### src/rtl/oflow_core_pkg.sv
/*
 * data path types of the box registration stage
 * coordinates are unsigned, right and bottom edges need one extra bit
 */
package oflow_core_pkg;

	// one coordinate or extent in pixels
	typedef logic [7:0] coord_t;

	// box corner plus size, edges at x+w and y+h
	typedef struct packed {
		coord_t x;
		coord_t y;
		coord_t w;
		coord_t h;
	} bbox_t;

	// intersection area, at most 255*255
	typedef logic [15:0] area_t;

	// box position inside one frame
	typedef logic [4:0] box_idx_t;

	// set counter and sets per frame
	typedef logic [3:0] set_cnt_t;

	// frame capacity of the previous-frame store
	localparam int MAX_BOXES = 32;

endpackage

### src/rtl/oflow_reg_pkg.sv
/*
 * host register map, AXI4-Lite channel bundles and configuration
 * all accesses are full 32 bit words, responses are always OKAY
 */
package oflow_reg_pkg;

	// byte offsets
	localparam logic [7:0] ADDR_CTRL      = 8'h00;
	localparam logic [7:0] ADDR_NUM_BOX   = 8'h04;
	localparam logic [7:0] ADDR_THRESH    = 8'h08;
	localparam logic [7:0] ADDR_STATUS    = 8'h0C;
	localparam logic [7:0] ADDR_MATCH_MAP = 8'h10;
	localparam logic [7:0] ADDR_MATCH_CNT = 8'h14;

	// manager to subordinate
	typedef struct packed {
		logic        aw_valid;
		logic [7:0]  aw_addr;
		logic        w_valid;
		logic [31:0] w_data;
		logic [3:0]  w_strb;
		logic        b_ready;
		logic        ar_valid;
		logic [7:0]  ar_addr;
		logic        r_ready;
	} axil_req_t;

	// subordinate to manager
	typedef struct packed {
		logic        aw_ready;
		logic        w_ready;
		logic        b_valid;
		logic [1:0]  b_resp;
		logic        ar_ready;
		logic        r_valid;
		logic [31:0] r_data;
		logic [1:0]  r_resp;
	} axil_rsp_t;

	// frame setup seen by the data path, start is one cycle wide
	typedef struct packed {
		logic [5:0]            num_box;
		oflow_core_pkg::area_t thresh;
		logic                  start;
	} cfg_t;

endpackage

### src/rtl/oflow_axil_regs.sv
/*
 * AXI4-Lite register block, one write and one read in flight at a time
 * match bits past num_box are dropped, match map covers 32 boxes
 */
`timescale 1ns/1ns

module oflow_axil_regs #(
	parameter int PE_NUM = 4
) (
	input  logic                     clk,
	input  logic                     reset_N,
	input  oflow_reg_pkg::axil_req_t host_req,
	output oflow_reg_pkg::axil_rsp_t host_rsp,
	output oflow_reg_pkg::cfg_t      cfg,
	input  logic [PE_NUM-1:0]        pe_match,
	input  oflow_core_pkg::set_cnt_t set_index,
	input  logic                     done_registration,
	input  logic                     frame_done
);

	logic              wr_fire;
	logic              rd_fire;
	logic              b_valid;
	logic              r_valid;
	logic [31:0]       r_data;
	logic [31:0]       rd_mux;
	logic              busy;
	logic              done;
	logic [31:0]       match_map;
	logic [5:0]        match_cnt;
	logic [PE_NUM-1:0] set_match;
	logic [5:0]        set_hits;

	// ----------------------------------------------------------------------
	// channel handshakes
	// ----------------------------------------------------------------------

	// aw and w taken together, only with no response pending
	assign wr_fire = host_req.aw_valid && host_req.w_valid && !b_valid;
	assign rd_fire = host_req.ar_valid && !r_valid;

	always_comb begin
		host_rsp          = '0;
		host_rsp.aw_ready = wr_fire;
		host_rsp.w_ready  = wr_fire;
		host_rsp.b_valid  = b_valid;
		host_rsp.ar_ready = !r_valid;
		host_rsp.r_valid  = r_valid;
		host_rsp.r_data   = r_data;
	end

	always_ff @(posedge clk or negedge reset_N) begin
		if (!reset_N) begin
			b_valid <= 1'b0;
			r_valid <= 1'b0;
		end else begin
			// held until the host takes it
			if (wr_fire)
				b_valid <= 1'b1;
			else if (host_req.b_ready)
				b_valid <= 1'b0;
			if (rd_fire)
				r_valid <= 1'b1;
			else if (host_req.r_ready)
				r_valid <= 1'b0;
		end
	end

	// read data mux, unmapped offsets give zero
	always_comb begin
		case (host_req.ar_addr)
			oflow_reg_pkg::ADDR_NUM_BOX:   rd_mux = {26'd0, cfg.num_box};
			oflow_reg_pkg::ADDR_THRESH:    rd_mux = {16'd0, cfg.thresh};
			oflow_reg_pkg::ADDR_STATUS:    rd_mux = {30'd0, done, busy};
			oflow_reg_pkg::ADDR_MATCH_MAP: rd_mux = match_map;
			oflow_reg_pkg::ADDR_MATCH_CNT: rd_mux = {26'd0, match_cnt};
			default:                       rd_mux = '0;
		endcase
	end

	always_ff @(posedge clk) begin
		if (rd_fire)
			r_data <= rd_mux;
	end

	// ----------------------------------------------------------------------
	// configuration
	// ----------------------------------------------------------------------
	always_ff @(posedge clk or negedge reset_N) begin
		if (!reset_N) begin
			cfg <= '0;
		end else begin
			// start bit self clears
			cfg.start <= wr_fire && host_req.aw_addr == oflow_reg_pkg::ADDR_CTRL &&
				host_req.w_strb[0] && host_req.w_data[0];
			if (wr_fire && host_req.aw_addr == oflow_reg_pkg::ADDR_NUM_BOX &&
				host_req.w_strb[0])
				cfg.num_box <= host_req.w_data[5:0];
			if (wr_fire && host_req.aw_addr == oflow_reg_pkg::ADDR_THRESH) begin
				if (host_req.w_strb[0])
					cfg.thresh[7:0] <= host_req.w_data[7:0];
				if (host_req.w_strb[1])
					cfg.thresh[15:8] <= host_req.w_data[15:8];
			end
		end
	end

	// ----------------------------------------------------------------------
	// result collection
	// ----------------------------------------------------------------------

	// keep only pe bits that map onto real boxes of this frame
	always_comb begin
		set_hits = '0;
		for (int i = 0; i < PE_NUM; i++) begin
			set_match[i] = pe_match[i] &&
				(int'(set_index) * PE_NUM + i < int'(cfg.num_box)) &&
				(int'(set_index) * PE_NUM + i < oflow_core_pkg::MAX_BOXES);
			set_hits = set_hits + 6'(set_match[i]);
		end
	end

	always_ff @(posedge clk or negedge reset_N) begin
		if (!reset_N) begin
			busy      <= 1'b0;
			done      <= 1'b0;
			match_map <= '0;
			match_cnt <= '0;
		end else if (cfg.start) begin
			busy      <= 1'b1;
			done      <= 1'b0;
			match_map <= '0;
			match_cnt <= '0;
		end else begin
			if (done_registration) begin
				// map cleared at start, so only ones get written
				for (int i = 0; i < PE_NUM; i++) begin
					if (set_match[i])
						match_map[int'(set_index) * PE_NUM + i] <= 1'b1;
				end
				match_cnt <= match_cnt + set_hits;
			end
			if (frame_done) begin
				busy <= 1'b0;
				done <= 1'b1;
			end
		end
	end

	// set results only arrive while a frame is running
	assert property (@(posedge clk) disable iff (!reset_N)
		done_registration |-> busy);

endmodule

### src/rtl/oflow_core_fsm_fe.sv
/*
 * box intake, set buffer and previous-frame store
 * num_box must be 1 to 32, with PE_NUM 2 a frame holds at most 30 boxes
 */
`timescale 1ns/1ns

module oflow_core_fsm_fe #(
	parameter  int PE_NUM = 4,
	localparam int CW     = $clog2(PE_NUM + 1)
) (
	input  logic                                  clk,
	input  logic                                  reset_N,
	input  oflow_reg_pkg::cfg_t                   cfg,
	input  logic                                  box_valid,
	input  oflow_core_pkg::bbox_t                 box_data,
	output logic                                  box_ready,
	output logic                                  done_fe,
	output oflow_core_pkg::set_cnt_t              num_of_sets,
	output logic [CW-1:0]                         counter_of_remain_bboxes,
	input  logic                                  done_registration,
	output oflow_core_pkg::bbox_t [PE_NUM-1:0]    cur_box,
	output oflow_core_pkg::bbox_t [PE_NUM-1:0]    prev_box
);

	logic          in_frame;
	logic          set_wait;
	logic [5:0]    box_cnt;
	logic [5:0]    set_base;
	logic [CW-1:0] fill;
	logic          accept;
	logic          last_box;
	logic          set_close;

	oflow_core_pkg::bbox_t prev_store [oflow_core_pkg::MAX_BOXES];

	// stream closed outside a frame and while a set is registered
	assign box_ready = in_frame && !set_wait;
	assign accept    = box_valid && box_ready;
	assign last_box  = (box_cnt + 6'd1 == cfg.num_box);
	// set full or frame complete
	assign set_close = accept && (fill == CW'(PE_NUM - 1) || last_box);

	// set count and size of the last, maybe partial, set
	always_comb begin
		int sets;
		sets = (int'(cfg.num_box) + PE_NUM - 1) / PE_NUM;
		num_of_sets = oflow_core_pkg::set_cnt_t'(sets);
		counter_of_remain_bboxes = CW'(int'(cfg.num_box) - (sets - 1) * PE_NUM);
	end

	// ----------------------------------------------------------------------
	// intake control
	// ----------------------------------------------------------------------
	always_ff @(posedge clk or negedge reset_N) begin
		if (!reset_N) begin
			in_frame <= 1'b0;
			set_wait <= 1'b0;
			box_cnt  <= '0;
			set_base <= '0;
			fill     <= '0;
			done_fe  <= 1'b0;
		end else begin
			done_fe <= set_close;
			if (cfg.start) begin
				in_frame <= 1'b1;
				set_wait <= 1'b0;
				box_cnt  <= '0;
				set_base <= '0;
				fill     <= '0;
			end else if (accept) begin
				box_cnt  <= box_cnt + 6'd1;
				fill     <= fill + 1'b1;
				set_wait <= set_close;
			end else if (done_registration) begin
				// next set starts PE_NUM boxes further on
				set_wait <= 1'b0;
				fill     <= '0;
				set_base <= set_base + 6'(PE_NUM);
				in_frame <= (box_cnt != cfg.num_box);
			end
		end
	end

	// set buffer, slot chosen by fill level
	always_ff @(posedge clk) begin
		if (accept)
			cur_box[fill] <= box_data;
	end

	// ----------------------------------------------------------------------
	// previous-frame store
	// ----------------------------------------------------------------------

	// all zero after reset, so the first frame never matches
	always_ff @(posedge clk or negedge reset_N) begin
		if (!reset_N) begin
			for (int i = 0; i < oflow_core_pkg::MAX_BOXES; i++)
				prev_store[i] <= '0;
		end else if (done_registration) begin
			for (int i = 0; i < PE_NUM; i++) begin
				if (i < int'(fill) && int'(set_base) + i < oflow_core_pkg::MAX_BOXES)
					prev_store[oflow_core_pkg::box_idx_t'(int'(set_base) + i)] <= cur_box[i];
			end
		end
	end

	// entries with the same index as the open set
	always_comb begin
		for (int i = 0; i < PE_NUM; i++) begin
			prev_box[i] = '0;
			if (int'(set_base) + i < oflow_core_pkg::MAX_BOXES)
				prev_box[i] = prev_store[oflow_core_pkg::box_idx_t'(int'(set_base) + i)];
		end
	end

endmodule

### src/rtl/oflow_core_fsm_registration.sv
/*
 * per-set registration control, starts the PEs and waits for all of them
 * the set counter wraps to zero after the last set of a frame
 */
`timescale 1ns/1ns

module oflow_core_fsm_registration #(
	parameter  int PE_NUM = 4,
	localparam int CW     = $clog2(PE_NUM + 1)
) (
	input  logic                     clk,
	input  logic                     reset_N,
	input  oflow_core_pkg::set_cnt_t num_of_sets,
	input  logic [CW-1:0]            counter_of_remain_bboxes,
	input  logic                     done_fe,
	output logic                     done_registration,
	output logic                     frame_done,
	output logic [PE_NUM-1:0]        start_registration,
	input  logic [PE_NUM-1:0]        done_registration_i,
	output oflow_core_pkg::set_cnt_t counter_set_registration
);

	typedef enum logic [1:0] {
		IDLE_ST,
		REGISTRATION_ST,
		WAIT_ST
	} state_t;

	state_t            state;
	state_t            next_state;
	logic              last_set;
	logic              all_done;
	logic [PE_NUM-1:0] pe_mask;

	assign last_set = (counter_set_registration == num_of_sets - 1'b1);

	// last set only uses the low PEs
	always_comb begin
		for (int i = 0; i < PE_NUM; i++)
			pe_mask[i] = !last_set || (i < int'(counter_of_remain_bboxes));
	end

	// idle PEs still hold done from an earlier set, so mask them out
	assign all_done = (done_registration_i & pe_mask) == pe_mask;

	// ----------------------------------------------------------------------
	// next state
	// ----------------------------------------------------------------------
	always_comb begin
		next_state         = state;
		start_registration = '0;
		case (state)
			IDLE_ST: begin
				if (done_fe)
					next_state = REGISTRATION_ST;
			end
			REGISTRATION_ST: begin
				// one cycle start pulse
				start_registration = pe_mask;
				next_state         = WAIT_ST;
			end
			WAIT_ST: begin
				if (all_done)
					next_state = IDLE_ST;
			end
			default: next_state = IDLE_ST;
		endcase
	end

	always_ff @(posedge clk or negedge reset_N) begin
		if (!reset_N) begin
			state                    <= IDLE_ST;
			done_registration        <= 1'b0;
			frame_done               <= 1'b0;
			counter_set_registration <= '0;
		end else begin
			state             <= next_state;
			done_registration <= (state == WAIT_ST) && all_done;
			frame_done        <= (state == WAIT_ST) && all_done && last_set;
			// counter moves after the pulse, so it names the finished set
			if (done_registration)
				counter_set_registration <= frame_done ? '0 : counter_set_registration + 1'b1;
		end
	end

	// a PE is not restarted before it has reported done
	for (genvar g = 0; g < PE_NUM; g++) begin : g_chk
		assert property (@(posedge clk) disable iff (!reset_N)
			start_registration[g] |=> !start_registration[g] until done_registration_i[g]);
	end

endmodule

### src/rtl/oflow_core_top.sv
/*
 * box registration stage top, host registers plus box stream
 * PE_NUM from 2 to 8
 */
`timescale 1ns/1ns

module oflow_core_top #(
	parameter int PE_NUM = 4
) (
	input  logic                     clk,
	input  logic                     reset_N,
	input  oflow_reg_pkg::axil_req_t host_req,
	output oflow_reg_pkg::axil_rsp_t host_rsp,
	input  logic                     box_valid,
	input  oflow_core_pkg::bbox_t    box_data,
	output logic                     box_ready
);

	localparam int CW = $clog2(PE_NUM + 1);

	oflow_reg_pkg::cfg_t                cfg;
	logic                               done_fe;
	logic                               done_registration;
	logic                               frame_done;
	oflow_core_pkg::set_cnt_t           num_of_sets;
	oflow_core_pkg::set_cnt_t           set_index;
	logic [CW-1:0]                      remain_bboxes;
	logic [PE_NUM-1:0]                  start_registration;
	logic [PE_NUM-1:0]                  pe_done;
	logic [PE_NUM-1:0]                  pe_match;
	oflow_core_pkg::bbox_t [PE_NUM-1:0] cur_box;
	oflow_core_pkg::bbox_t [PE_NUM-1:0] prev_box;

	oflow_axil_regs #(.PE_NUM(PE_NUM)) i_regs (
		.clk               (clk),
		.reset_N           (reset_N),
		.host_req          (host_req),
		.host_rsp          (host_rsp),
		.cfg               (cfg),
		.pe_match          (pe_match),
		.set_index         (set_index),
		.done_registration (done_registration),
		.frame_done        (frame_done)
	);

	oflow_core_fsm_fe #(.PE_NUM(PE_NUM)) i_fe (
		.clk                      (clk),
		.reset_N                  (reset_N),
		.cfg                      (cfg),
		.box_valid                (box_valid),
		.box_data                 (box_data),
		.box_ready                (box_ready),
		.done_fe                  (done_fe),
		.num_of_sets              (num_of_sets),
		.counter_of_remain_bboxes (remain_bboxes),
		.done_registration        (done_registration),
		.cur_box                  (cur_box),
		.prev_box                 (prev_box)
	);

	oflow_core_fsm_registration #(.PE_NUM(PE_NUM)) i_fsm (
		.clk                      (clk),
		.reset_N                  (reset_N),
		.num_of_sets              (num_of_sets),
		.counter_of_remain_bboxes (remain_bboxes),
		.done_fe                  (done_fe),
		.done_registration        (done_registration),
		.frame_done               (frame_done),
		.start_registration       (start_registration),
		.done_registration_i      (pe_done),
		.counter_set_registration (set_index)
	);

	// one PE per slot of the set
	for (genvar g = 0; g < PE_NUM; g++) begin : g_pe
		oflow_registration_pe i_pe (
			.clk      (clk),
			.reset_N  (reset_N),
			.start    (start_registration[g]),
			.cur_box  (cur_box[g]),
			.prev_box (prev_box[g]),
			.thresh   (cfg.thresh),
			.done     (pe_done[g]),
			.match    (pe_match[g])
		);
	end

endmodule

### src/rtl/oflow_registration_pe.sv
/*
 * one registration PE, overlap area by serial shift-add multiply
 * done comes 10 cycles after start, boxes must stay stable meanwhile
 */
`timescale 1ns/1ns

module oflow_registration_pe (
	input  logic                  clk,
	input  logic                  reset_N,
	input  logic                  start,
	input  oflow_core_pkg::bbox_t cur_box,
	input  oflow_core_pkg::bbox_t prev_box,
	input  oflow_core_pkg::area_t thresh,
	output logic                  done,
	output logic                  match
);

	logic [8:0]             cur_r;
	logic [8:0]             cur_b;
	logic [8:0]             prev_r;
	logic [8:0]             prev_b;
	logic [8:0]             left;
	logic [8:0]             top;
	logic [8:0]             right;
	logic [8:0]             bottom;
	oflow_core_pkg::coord_t ov_w;
	oflow_core_pkg::coord_t ov_h;
	logic                   busy;
	logic [3:0]             step;
	oflow_core_pkg::area_t  mcand;
	oflow_core_pkg::area_t  acc;
	oflow_core_pkg::coord_t mplier;

	// far edges at 9 bits
	assign cur_r  = {1'b0, cur_box.x} + {1'b0, cur_box.w};
	assign cur_b  = {1'b0, cur_box.y} + {1'b0, cur_box.h};
	assign prev_r = {1'b0, prev_box.x} + {1'b0, prev_box.w};
	assign prev_b = {1'b0, prev_box.y} + {1'b0, prev_box.h};

	// intersection rectangle
	assign left   = (cur_box.x > prev_box.x) ? {1'b0, cur_box.x} : {1'b0, prev_box.x};
	assign top    = (cur_box.y > prev_box.y) ? {1'b0, cur_box.y} : {1'b0, prev_box.y};
	assign right  = (cur_r < prev_r) ? cur_r : prev_r;
	assign bottom = (cur_b < prev_b) ? cur_b : prev_b;

	// clamp at zero, otherwise bounded by the smaller extent
	assign ov_w = (right > left) ? oflow_core_pkg::coord_t'(right - left) : '0;
	assign ov_h = (bottom > top) ? oflow_core_pkg::coord_t'(bottom - top) : '0;

	// step 0..7 multiply, step 8 compare
	always_ff @(posedge clk or negedge reset_N) begin
		if (!reset_N) begin
			busy  <= 1'b0;
			step  <= '0;
			done  <= 1'b0;
			match <= 1'b0;
		end else if (start) begin
			busy  <= 1'b1;
			step  <= '0;
			done  <= 1'b0;
			match <= 1'b0;
		end else if (busy) begin
			step <= step + 4'd1;
			if (step == 4'd8) begin
				busy  <= 1'b0;
				done  <= 1'b1;
				match <= (acc >= thresh);
			end
		end
	end

	// shift-add, lsb of multiplier first
	always_ff @(posedge clk) begin
		if (start) begin
			acc    <= '0;
			mcand  <= {8'd0, ov_w};
			mplier <= ov_h;
		end else if (busy && step < 4'd8) begin
			if (mplier[0])
				acc <= acc + mcand;
			mcand  <= mcand << 1;
			mplier <= mplier >> 1;
		end
	end

endmodule

### config.mk
export PLATFORM = sky130hd
export DESIGN_NAME = oflow_core_top
export DESIGN_NICKNAME = d
export VERILOG_FILES = /design/src/rtl/oflow_core_pkg.sv /design/src/rtl/oflow_reg_pkg.sv /design/src/rtl/oflow_axil_regs.sv /design/src/rtl/oflow_core_fsm_fe.sv /design/src/rtl/oflow_core_fsm_registration.sv /design/src/rtl/oflow_core_top.sv /design/src/rtl/oflow_registration_pe.sv
export SDC_FILE = /design/constraint.sdc
export NUM_CORES = 2
export LEC_CHECK = 0
export BUFFER_PORTS_ARGS = -buffer_cell sky130_fd_sc_hd__buf_2
export CELL_PAD_IN_SITES_DETAIL_PLACEMENT = 1
export CELL_PAD_IN_SITES_GLOBAL_PLACEMENT = 1
export CORE_MARGIN = 4
export CORE_UTILIZATION = 50
export DETAILED_ROUTE_END_ITERATION = 8
export HOLD_SLACK_MARGIN = 0.15
export PLACE_DENSITY_LB_ADDON = 0.1
export SLEW_MARGIN = 20
export SYNTH_ARGS = -nofsm -noshare
export SYNTH_HDL_FRONTEND = slang
export SYNTH_SLANG_ARGS = --single-unit
export TNS_END_PERCENT = 10
### constraint.sdc
create_clock -name clk -period 11.25 [get_ports clk]
set_input_delay 0.5625 -clock clk [delete_from_list [all_inputs] [get_ports clk]]
set_output_delay 0.5625 -clock clk [all_outputs]
set_load 0.01 [all_outputs]
; Yosys cells after proc, flatten, opt, wreduce, memory -nomap -nowiden
; Cells that the tools add are included.
[word_totals]
elab_cells = 603
reg_bits = 1463
output_inout_bits = 42
[op_classes]
mux = 172
n_lt_le_gt_ge = 70
addsub = 52
reduce_logical = 81
bitwise = 10
n_eq_ne = 21
[op_table]
columns = operator, n
row1 = 1024-bit 2-to-1 mux, 7
row2 = 1024-bit bitwise mux, 4
row3 = 32-bit 2-to-1 mux, 29
row4 = 32-bit binary-select mux with 5-bit select, 4
row5 = 32-bit demux with 5-bit select, 4
row6 = 32-bit by 7-bit less-than comparator with 1-bit output (second input constant), 9
row7 = 8-bit 2-to-1 mux, 32
row8 = 32-bit one-hot mux with 5 select lines, 1
row9 = 8-bit by 8-bit adder with 9-bit output, 16
row10 = 128-bit bitwise mux, 1
row11 = 32-bit by 1-bit greater-or-equal comparator with 1-bit output (second input constant), 3
row12 = 32-bit OR, 3
row13 = 9-bit by 8-bit greater-than comparator with 1-bit output, 8
row14 = 9-bit less-than comparator, 8
row15 = 9-bit 2-to-1 mux, 8
row16 = 16-bit adder, 4
row17 = 32-bit demux with 2-bit select, 1
row18 = 16-bit greater-or-equal comparator, 4
row19 = 8-bit greater-than comparator, 8
row20 = 8-bit subtractor, 8
row21 = 1-bit 2-to-1 mux, 54
row22 = 6-bit 2-to-1 mux, 7
row23 = 4-bit 2-to-1 mux, 10
row24 = 1-bit logical AND, 39
row25 = 55 further kinds, 134

; Logic depth before layout (Yosys ltp)
[depth]
ltp_word = 20
ltp_mapped = 34
depth_no_buf = 29

; Cells and area by module
; A second synthesis with hierarchy kept.
[hier_totals]
cells_unflattened = 6721
area_unflattened_um2 = 78210.0
[modules_own_cells]
columns = module, area_per_inst_um2, seq_area_each_um2, n_inst, cells_per_inst
row1 = oflow_core_fsm_fe, 49095.8, 29868.6, 1, 3377
row2 = oflow_registration_pe (g_pe[0].i_pe ...), 6060.8, 1136.1, 3, 735
row3 = oflow_registration_pe (g_pe[3].i_pe), 6075.8, 1136.1, 1, 726
row4 = oflow_axil_regs, 4307.9, 2587.5, 1, 354
row5 = oflow_core_fsm_registration, 548.0, 200.2, 1, 59

; Worst setup path before layout
; Ideal clock, no wire load.
[synth_path]
kind = register -> register
startpoint = reg i_fe.set_base[2]
endpoint = reg g_pe[3].i_pe.mcand[3], data pin
period_less_slack_ns = 6.501
arrival_ns = 6.244
required_ns = 10.993
setup_time_ns = 0.257
n_path_buf = 3
path_slack_ns = 4.749
path_stages_with_launch = 33
path_cell_list = dfrtp_1 buf_4 and2b_1 nand2_1 buf_2 buf_1 o22ai_1 nor2_1 o21ai_0 nor3_1 ha_1 inv_1 fa_1 nor2b_1 o21ai_0 a21oi_1 o21ai_0 nand2b_1 xnor2_1 ha_1 o21ai_0 a21oi_1 a221oi_4 mux2_2 ha_1 nor2b_1 o21a_1 o21ai_0 a21oi_1 or2_2 o31ai_1 a21oi_2 a32o_1
[synth_via]
elab_chain_len = 12
elab_cells_between_ends = 16
cone_classes = add/sub: 3 / order compare: 4 / mux: 8 / bitwise: 1
[synth_rtl]
columns = element, line
row1 = from (decl), oflow_core_fsm_fe.sv:28  ; logic [5:0] set_base;
row2 = from (signal assigned), oflow_core_fsm_fe.sv:78  ; set_base <= set_base + 6'(PE_NUM);
row3 = 6-bit by 2-bit adder with 7-bit output *, oflow_core_fsm_fe.sv:111  ; if (int'(set_base) + i < oflow_core_pkg::MAX_BOXES)
row4 = branches (longest 4 deep; another with 32-bit by 7-bit less-than comparator with 1-bit output), n/a
row5 = 32-bit 2-to-1 mux *, oflow_core_fsm_fe.sv:111
row6 = 8-bit by 8-bit adder with 9-bit output, oflow_registration_pe.sv:37  ; assign prev_r = {1'b0, prev_box.x} + {1'b0, prev_box.w};
row7 = 9-bit less-than comparator, oflow_registration_pe.sv:43  ; assign right = (cur_r < prev_r) ? cur_r : prev_r;
row8 = 9-bit 2-to-1 mux, oflow_registration_pe.sv:43
row9 = 8-bit subtractor / 9-bit by 8-bit greater-than comparator with 1-bit output (equally long branches), oflow_registration_pe.sv:47  ; assign ov_w = (right > left) ? oflow_core_pkg::coord_t'(right - left) : '0;
row10 = 8-bit 2-to-1 mux *, oflow_registration_pe.sv:47
row11 = 8-bit 2-to-1 mux *, oflow_registration_pe.sv:74  ; if (start) begin
row12 = to (signal assigned), oflow_registration_pe.sv:76  ; mcand <= {8'd0, ov_w};
row13 = to (signal assigned), oflow_registration_pe.sv:81  ; mcand <= mcand << 1;
row14 = to (decl), oflow_registration_pe.sv:30  ; oflow_core_pkg::area_t mcand;
; Mark *: on every way between the ends. The select of a mux whose other input is x is not followed.
; A chain may end at the register's enable or synchronous reset.

; Worst setup path in the final report
[layout_path]
startpoint = reg i_fe.set_base[4]
endpoint = reg g_pe[2].i_pe.mcand[2], data pin
[layout_via]
elab_chain_len = 12
elab_cells_between_ends = 16
cone_classes = add/sub: 3 / order compare: 4 / mux: 8 / bitwise: 1
[layout_rtl]
columns = element, line
row1 = 6-bit by 2-bit adder with 7-bit output *, oflow_core_fsm_fe.sv:111
row2 = branches (longest 4 deep; another with 32-bit by 7-bit less-than comparator with 1-bit output), n/a
row3 = 32-bit 2-to-1 mux *, oflow_core_fsm_fe.sv:111
row4 = 8-bit by 8-bit adder with 9-bit output, oflow_registration_pe.sv:37
row5 = 9-bit less-than comparator, oflow_registration_pe.sv:43
row6 = 9-bit 2-to-1 mux, oflow_registration_pe.sv:43
row7 = 8-bit subtractor / 9-bit by 8-bit greater-than comparator with 1-bit output (equally long branches), oflow_registration_pe.sv:47
row8 = 8-bit 2-to-1 mux *, oflow_registration_pe.sv:47
row9 = 8-bit 2-to-1 mux *, oflow_registration_pe.sv:74
row10 = to (signal assigned), oflow_registration_pe.sv:76
row11 = to (signal assigned), oflow_registration_pe.sv:81
row12 = to (decl), oflow_registration_pe.sv:30
; Marks and branches as above.

==> summary by stage <==
Drt
The detailed router used layers up to and including met4. Using the TritonRoute via totals, the vias-per-cell ratio works out to 6.148. After detailed routing, the wire length on met1 is roughly 110000 um. The routed length on met3 is 10150 um. The count of nets left with antenna violations after detail routing is 0.

The detailed-route wire length is ~230000 um. The number of design rule violations left after detail routing is 0. The final route contains between 50k and 60k vias. The first detailed-routing pass ran for 8 iterations. The iteration-0 DRC count of the detailed router is roughly 3.6k. The met2 layer wire length in the routed design is 111400 um. Dividing the detail-routed wire length by the instance count gives roughly 27 um.

Yosys
The synthesized design contains approximately 1.5k register bits. The async set-reset flop share out of synthesis is around four fifths. The warning count from the yosys run is 0. The sequential area share after synthesis is approximately half. Among all flip-flop cells after synthesis, the most frequent one is dfrtp_1. In this run, synthesis inferred about 220 flip-flops with an integrated enable. The distinct cell type count of the synthesized netlist is between 90 and 100. Each instance of the synthesized netlist takes up on average 11.69 sq um. Summing every instance area after synthesis gives 76790 sq um. The count of mapped cells out of synthesis is around 6.6k.

GRT
Entering global routing, the biggest net connects approximately 170 pins. The initial antenna violation count is 13. The first global-routing pass estimated roughly 360000 um of wire. The total congestion overflow after global routing is 0. The global-route usage over all layers is between 20% and 30%.

The via count of the first global-routing pass is between 50k and 60k.

Hold path
Along the worst hold path, the cell count comes to 1. The endpoint of the worst hold path is i_fe.cur_box[32]$_DFFE_PP_. The type of the most critical hold path is in -> reg. The worst hold path begins at box_data[0].

Clocking
The CTS tree is yes. The H-tree was split into 4 levels. Buffers inserted during clock tree synthesis total roughly 160. The maximum root-to-sink buffer count is 3.

The number of gates resized after cts is 0. The later pin in the worst-skew pair is clocked with a latency of between 0.8 and 0.9 ns. Clock-pin slew was measured on the worst setup and hold paths at around 0.06 ns. The cell at the root of the clock tree is clkbuf_16. The clock sink count is between 1k and 1.5k.

STA
The shortest clock period the worst path allows after layout is ~9.0 ns. In this run the tightest slew margin relative to its limit is about a quarter. The worst-case hold slack is roughly 0.18 ns. The max-slew violation count is 0. Setup repair after global routing left no endpoint under its margin.

The final-report hold violation count was 0. The worst path meets setup with between 2 and 2.5 ns of slack. Static timing analysis puts the maximum clock frequency at around 110 MHz. The count of final setup violators is 0. The clock arrives with between 0.02 and 0.03 ns of skew.

The final critical path takes up around 80% of the cycle. At the pin with the least slew margin, the transition time is ~1.1 ns. In the final timing run, aggregate negative setup slack is 0 ns.

Placed design
The half-perimeter wire length after placement is around 150000 um. The congestion estimate from routability-driven global placement came to ~0.84. Prior to clock tree synthesis, the placed netlist has a worst setup slack of between 2 and 2.5 ns. In this run the tool buffered the top-level ports with roughly 110 buffer cells.

Cells and area
At the end of the flow the core is filled with cells to between 50 and 60%. The area growth from synthesis to final layout is 11.33%. The filler cells instantiated in the layout total around 16k. The sequential cells in the finished layout cover a total of between 30000 and 40000 sq um.

The net count of the finished layout is approximately 7.2k. The area used by multi-input combinational logic is approximately 38000 sq um. The fraction of final layout cells sized beyond drive strength 1 is between 20% and 30%.

Setup path
Setup slack on the worst reg-to-reg path comes out at approximately 2.2 ns. For the worst setup path, the data required time is around 12 ns. The maximum fanout along the worst path is 60. The endpoint class of the critical path is a flop. The critical path startpoint category is a flop. In this run the critical register-to-register path is captured at g_pe[2].i_pe.mcand[2]$_DFFE_PP_. At the worst endpoint, the arrival time is 9.55 ns. The count of cells along the worst register-to-register path is 28. The start of the worst register-to-register path is i_fe.set_base[4]$_DFFE_PN0P_. The type of the worst setup path is reg -> reg. In this design, the stage delay of the slowest critical-path cell is ~0.83 ns.

The cell seen most often among critical-path stages is a21oi_1. The cell with the biggest individual delay on the critical path is nor2_4.

Die
The floorplan step set the die height to 399.9 um. The initial utilization of the core area, before any placement, comes to 50.43%. The region available for standard cell placement spans ~150000 sq um. After floorplanning, the core was divided into ~140 placement rows. approximately 130 I/O pins were placed.

The floorplan die area is ~160000 sq um. Measured along the x axis, the die boundary spans approximately 400 um.

Outcome
The run finished with clean final reports.

Power
The highest ir drop seen on vdd is between 0.00015 and 0.0002 V. Power comes to between 10000 and 15000 uW. Power spread over the standard cell area amounts to 129.7 nW/um^2. The leakage power figure is slightly below 0.04 uW.

Run
Max-cap violations in this run came to 0.
[cell families (layout without fill, tap and decap cells)]
logic type | Yosys count | count (layout) | synth area share, %
flip-flops | 1461 | 1461 | 48.44
AO/OA/AOI/OAI | 1450 | 1450 | 12.50
multiplexers | 1222 | 1222 | 18.06
AND/OR/NAND/NOR | 1166 | 1166 | 7.058
buffers and inverters | 563 | 790 | 3.128
adder cells (fa/ha/maj) | 502 | 502 | 8.473
XOR/XNOR | 203 | 203 | 2.336
other | 1 | 14 | 0.004883
[flip-flops by register name, summed over array words and instances (netlist names), 2 cells and up]
name / count
i_fe.prev_store: 1024
i_fe.cur_box: 128
g_pe.i_pe.acc: 64
g_pe.i_pe.mcand: 64
g_pe.i_pe.mplier: 32
i_regs.match_map: 32
i_regs.r_data: 32
i_regs.cfg: 23
g_pe.i_pe.step: 16
i_fe.box_cnt: 6
i_regs.match_cnt: 6
g_pe.i_pe.busy: 4
g_pe.i_pe.done: 4
g_pe.i_pe.match: 4
i_fe.set_base: 4
i_fsm.counter_set_registration: 4
i_fe.fill: 3
i_fsm.state: 2
[worst max-delay path: cells and delay by family, from the launching register on]
kind            cells  cell delay, ns
compound gates     16            3.73
fa+ha+maj           3            0.94
buf+inv             2            1.23
xor+xnor            1            0.26
flops               1            0.80
simple gates        6            1.70
[power breakdown]
part	switching (uW)	internal (uW)	total [uW]
Sequential	17.3	5380	5400
Clock	2300	3120	5420
Combinational	195	73.7	269
[area by class of cell]
class / instances / share of cell area, %
clock inverters: 57 / 0.7201
flip-flops and latches: 1461 / 43.53
repair buffers: 254 / 2.194
well taps: 2030 / 2.971
diodes: 10 / 0.02927
clock buffers: 253 / 5.644
inverters: 226 / 0.9923
multi-input cells: 4547 / 43.92
[synthesized netlist by cell type (27+ instances only)]
master,instances,area [sq um]
dfrtp_1,1141,28550
mux2_2,1075,12110
ha_1,472,5906
a21oi_1,367,1837
nand2_1,358,1344
nor2_1,355,1333
o21ai_0,238,1191
inv_1,226,848.3
edfxtp_1,224,6726
a22oi_1,212,1592
buf_2,174,870.8
xnor2_1,132,1156
mux2i_1,121,1211
o22ai_1,107,669.4
clkbuf_1,104,390.4
a21o_1,97,728.2
dfxtp_1,96,1922
nor3_1,93,465.5
nor2b_1,79,494.2
xor2_1,70,613.1
nand2b_1,61,381.6
a211oi_1,59,442.9
a41oi_1,51,446.7
o21a_1,51,382.9
nand3_1,49,245.2
buf_1,41,153.9
o31ai_1,35,262.8
a22o_1,32,280.3
nand4_1,32,200.2
o21bai_1,32,240.2
fa_1,30,600.6
a31oi_1,28,175.2
and2_1,27,168.9
[per-layer routing]
metal	vias to the layer above	GRT usage (%)
li1	24280	-
met1	28530	40.61
met2	1198	48.50
met3	328	3.525
met4	0	8.241
met5	-	0
[timing repair]
action | 4_1_cts | 5_1_grt
endpoints found under the hold margin | 112 | 0
hold buffers | 30 | 0
setup buffers | 0 | 0
[cell usage in the layout, fill, tap and decap left out, drive strengths merged, types with 36 or more instances in the layout]
cell type	count
o21ai	258
dfrtp	1141
mux2i	121
xor2	70
nor3	97
edfxtp	224
o21a	51
nor2b	79
xnor2	132
a211oi	63
buf	224
nor2	360
o22ai	107
ha	472
nand2	359
dfxtp	96
a22oi	212
nand2b	61
a21o	97
a21oi	372
nand3	49
mux2	1078
o31ai	36
clkbuf	253
clkinv	37
inv	235
a41oi	51
[through the flow]
step	cell area [sq um]	std cells
after detailed placement	79680	8486
final	85490	8838
after CTS	85420	8826
after global routing	85480	8833
after global placement	79680	8486
after floorplan	76800	6571
[worst max-delay path by stage]
| stage | from | end |
|---|---|---|
| 4_1_cts | i_fe.set_base[4]$_DFFE_PN0P_ | g_pe[0].i_pe.mcand[3]$_DFFE_PP_ |
| 5_1_grt | i_fe.set_base[4]$_DFFE_PN0P_ | g_pe[2].i_pe.mcand[3]$_DFFE_PP_ |
| 6_report | i_fe.set_base[4]$_DFFE_PN0P_ | g_pe[2].i_pe.mcand[2]$_DFFE_PP_ |
| 2_1_floorplan | i_fe.set_base[2]$_DFFE_PN0P_ | g_pe[3].i_pe.mcand[3]$_DFFE_PP_ |
| 3_5_place_dp | i_fe.set_base[4]$_DFFE_PN0P_ | g_pe[0].i_pe.mcand[3]$_DFFE_PP_ |
| 3_3_place_gp | i_fe.set_base[4]$_DFFE_PN0P_ | g_pe[2].i_pe.mcand[2]$_DFFE_PP_ |
(Power assumes the default switching activity.)
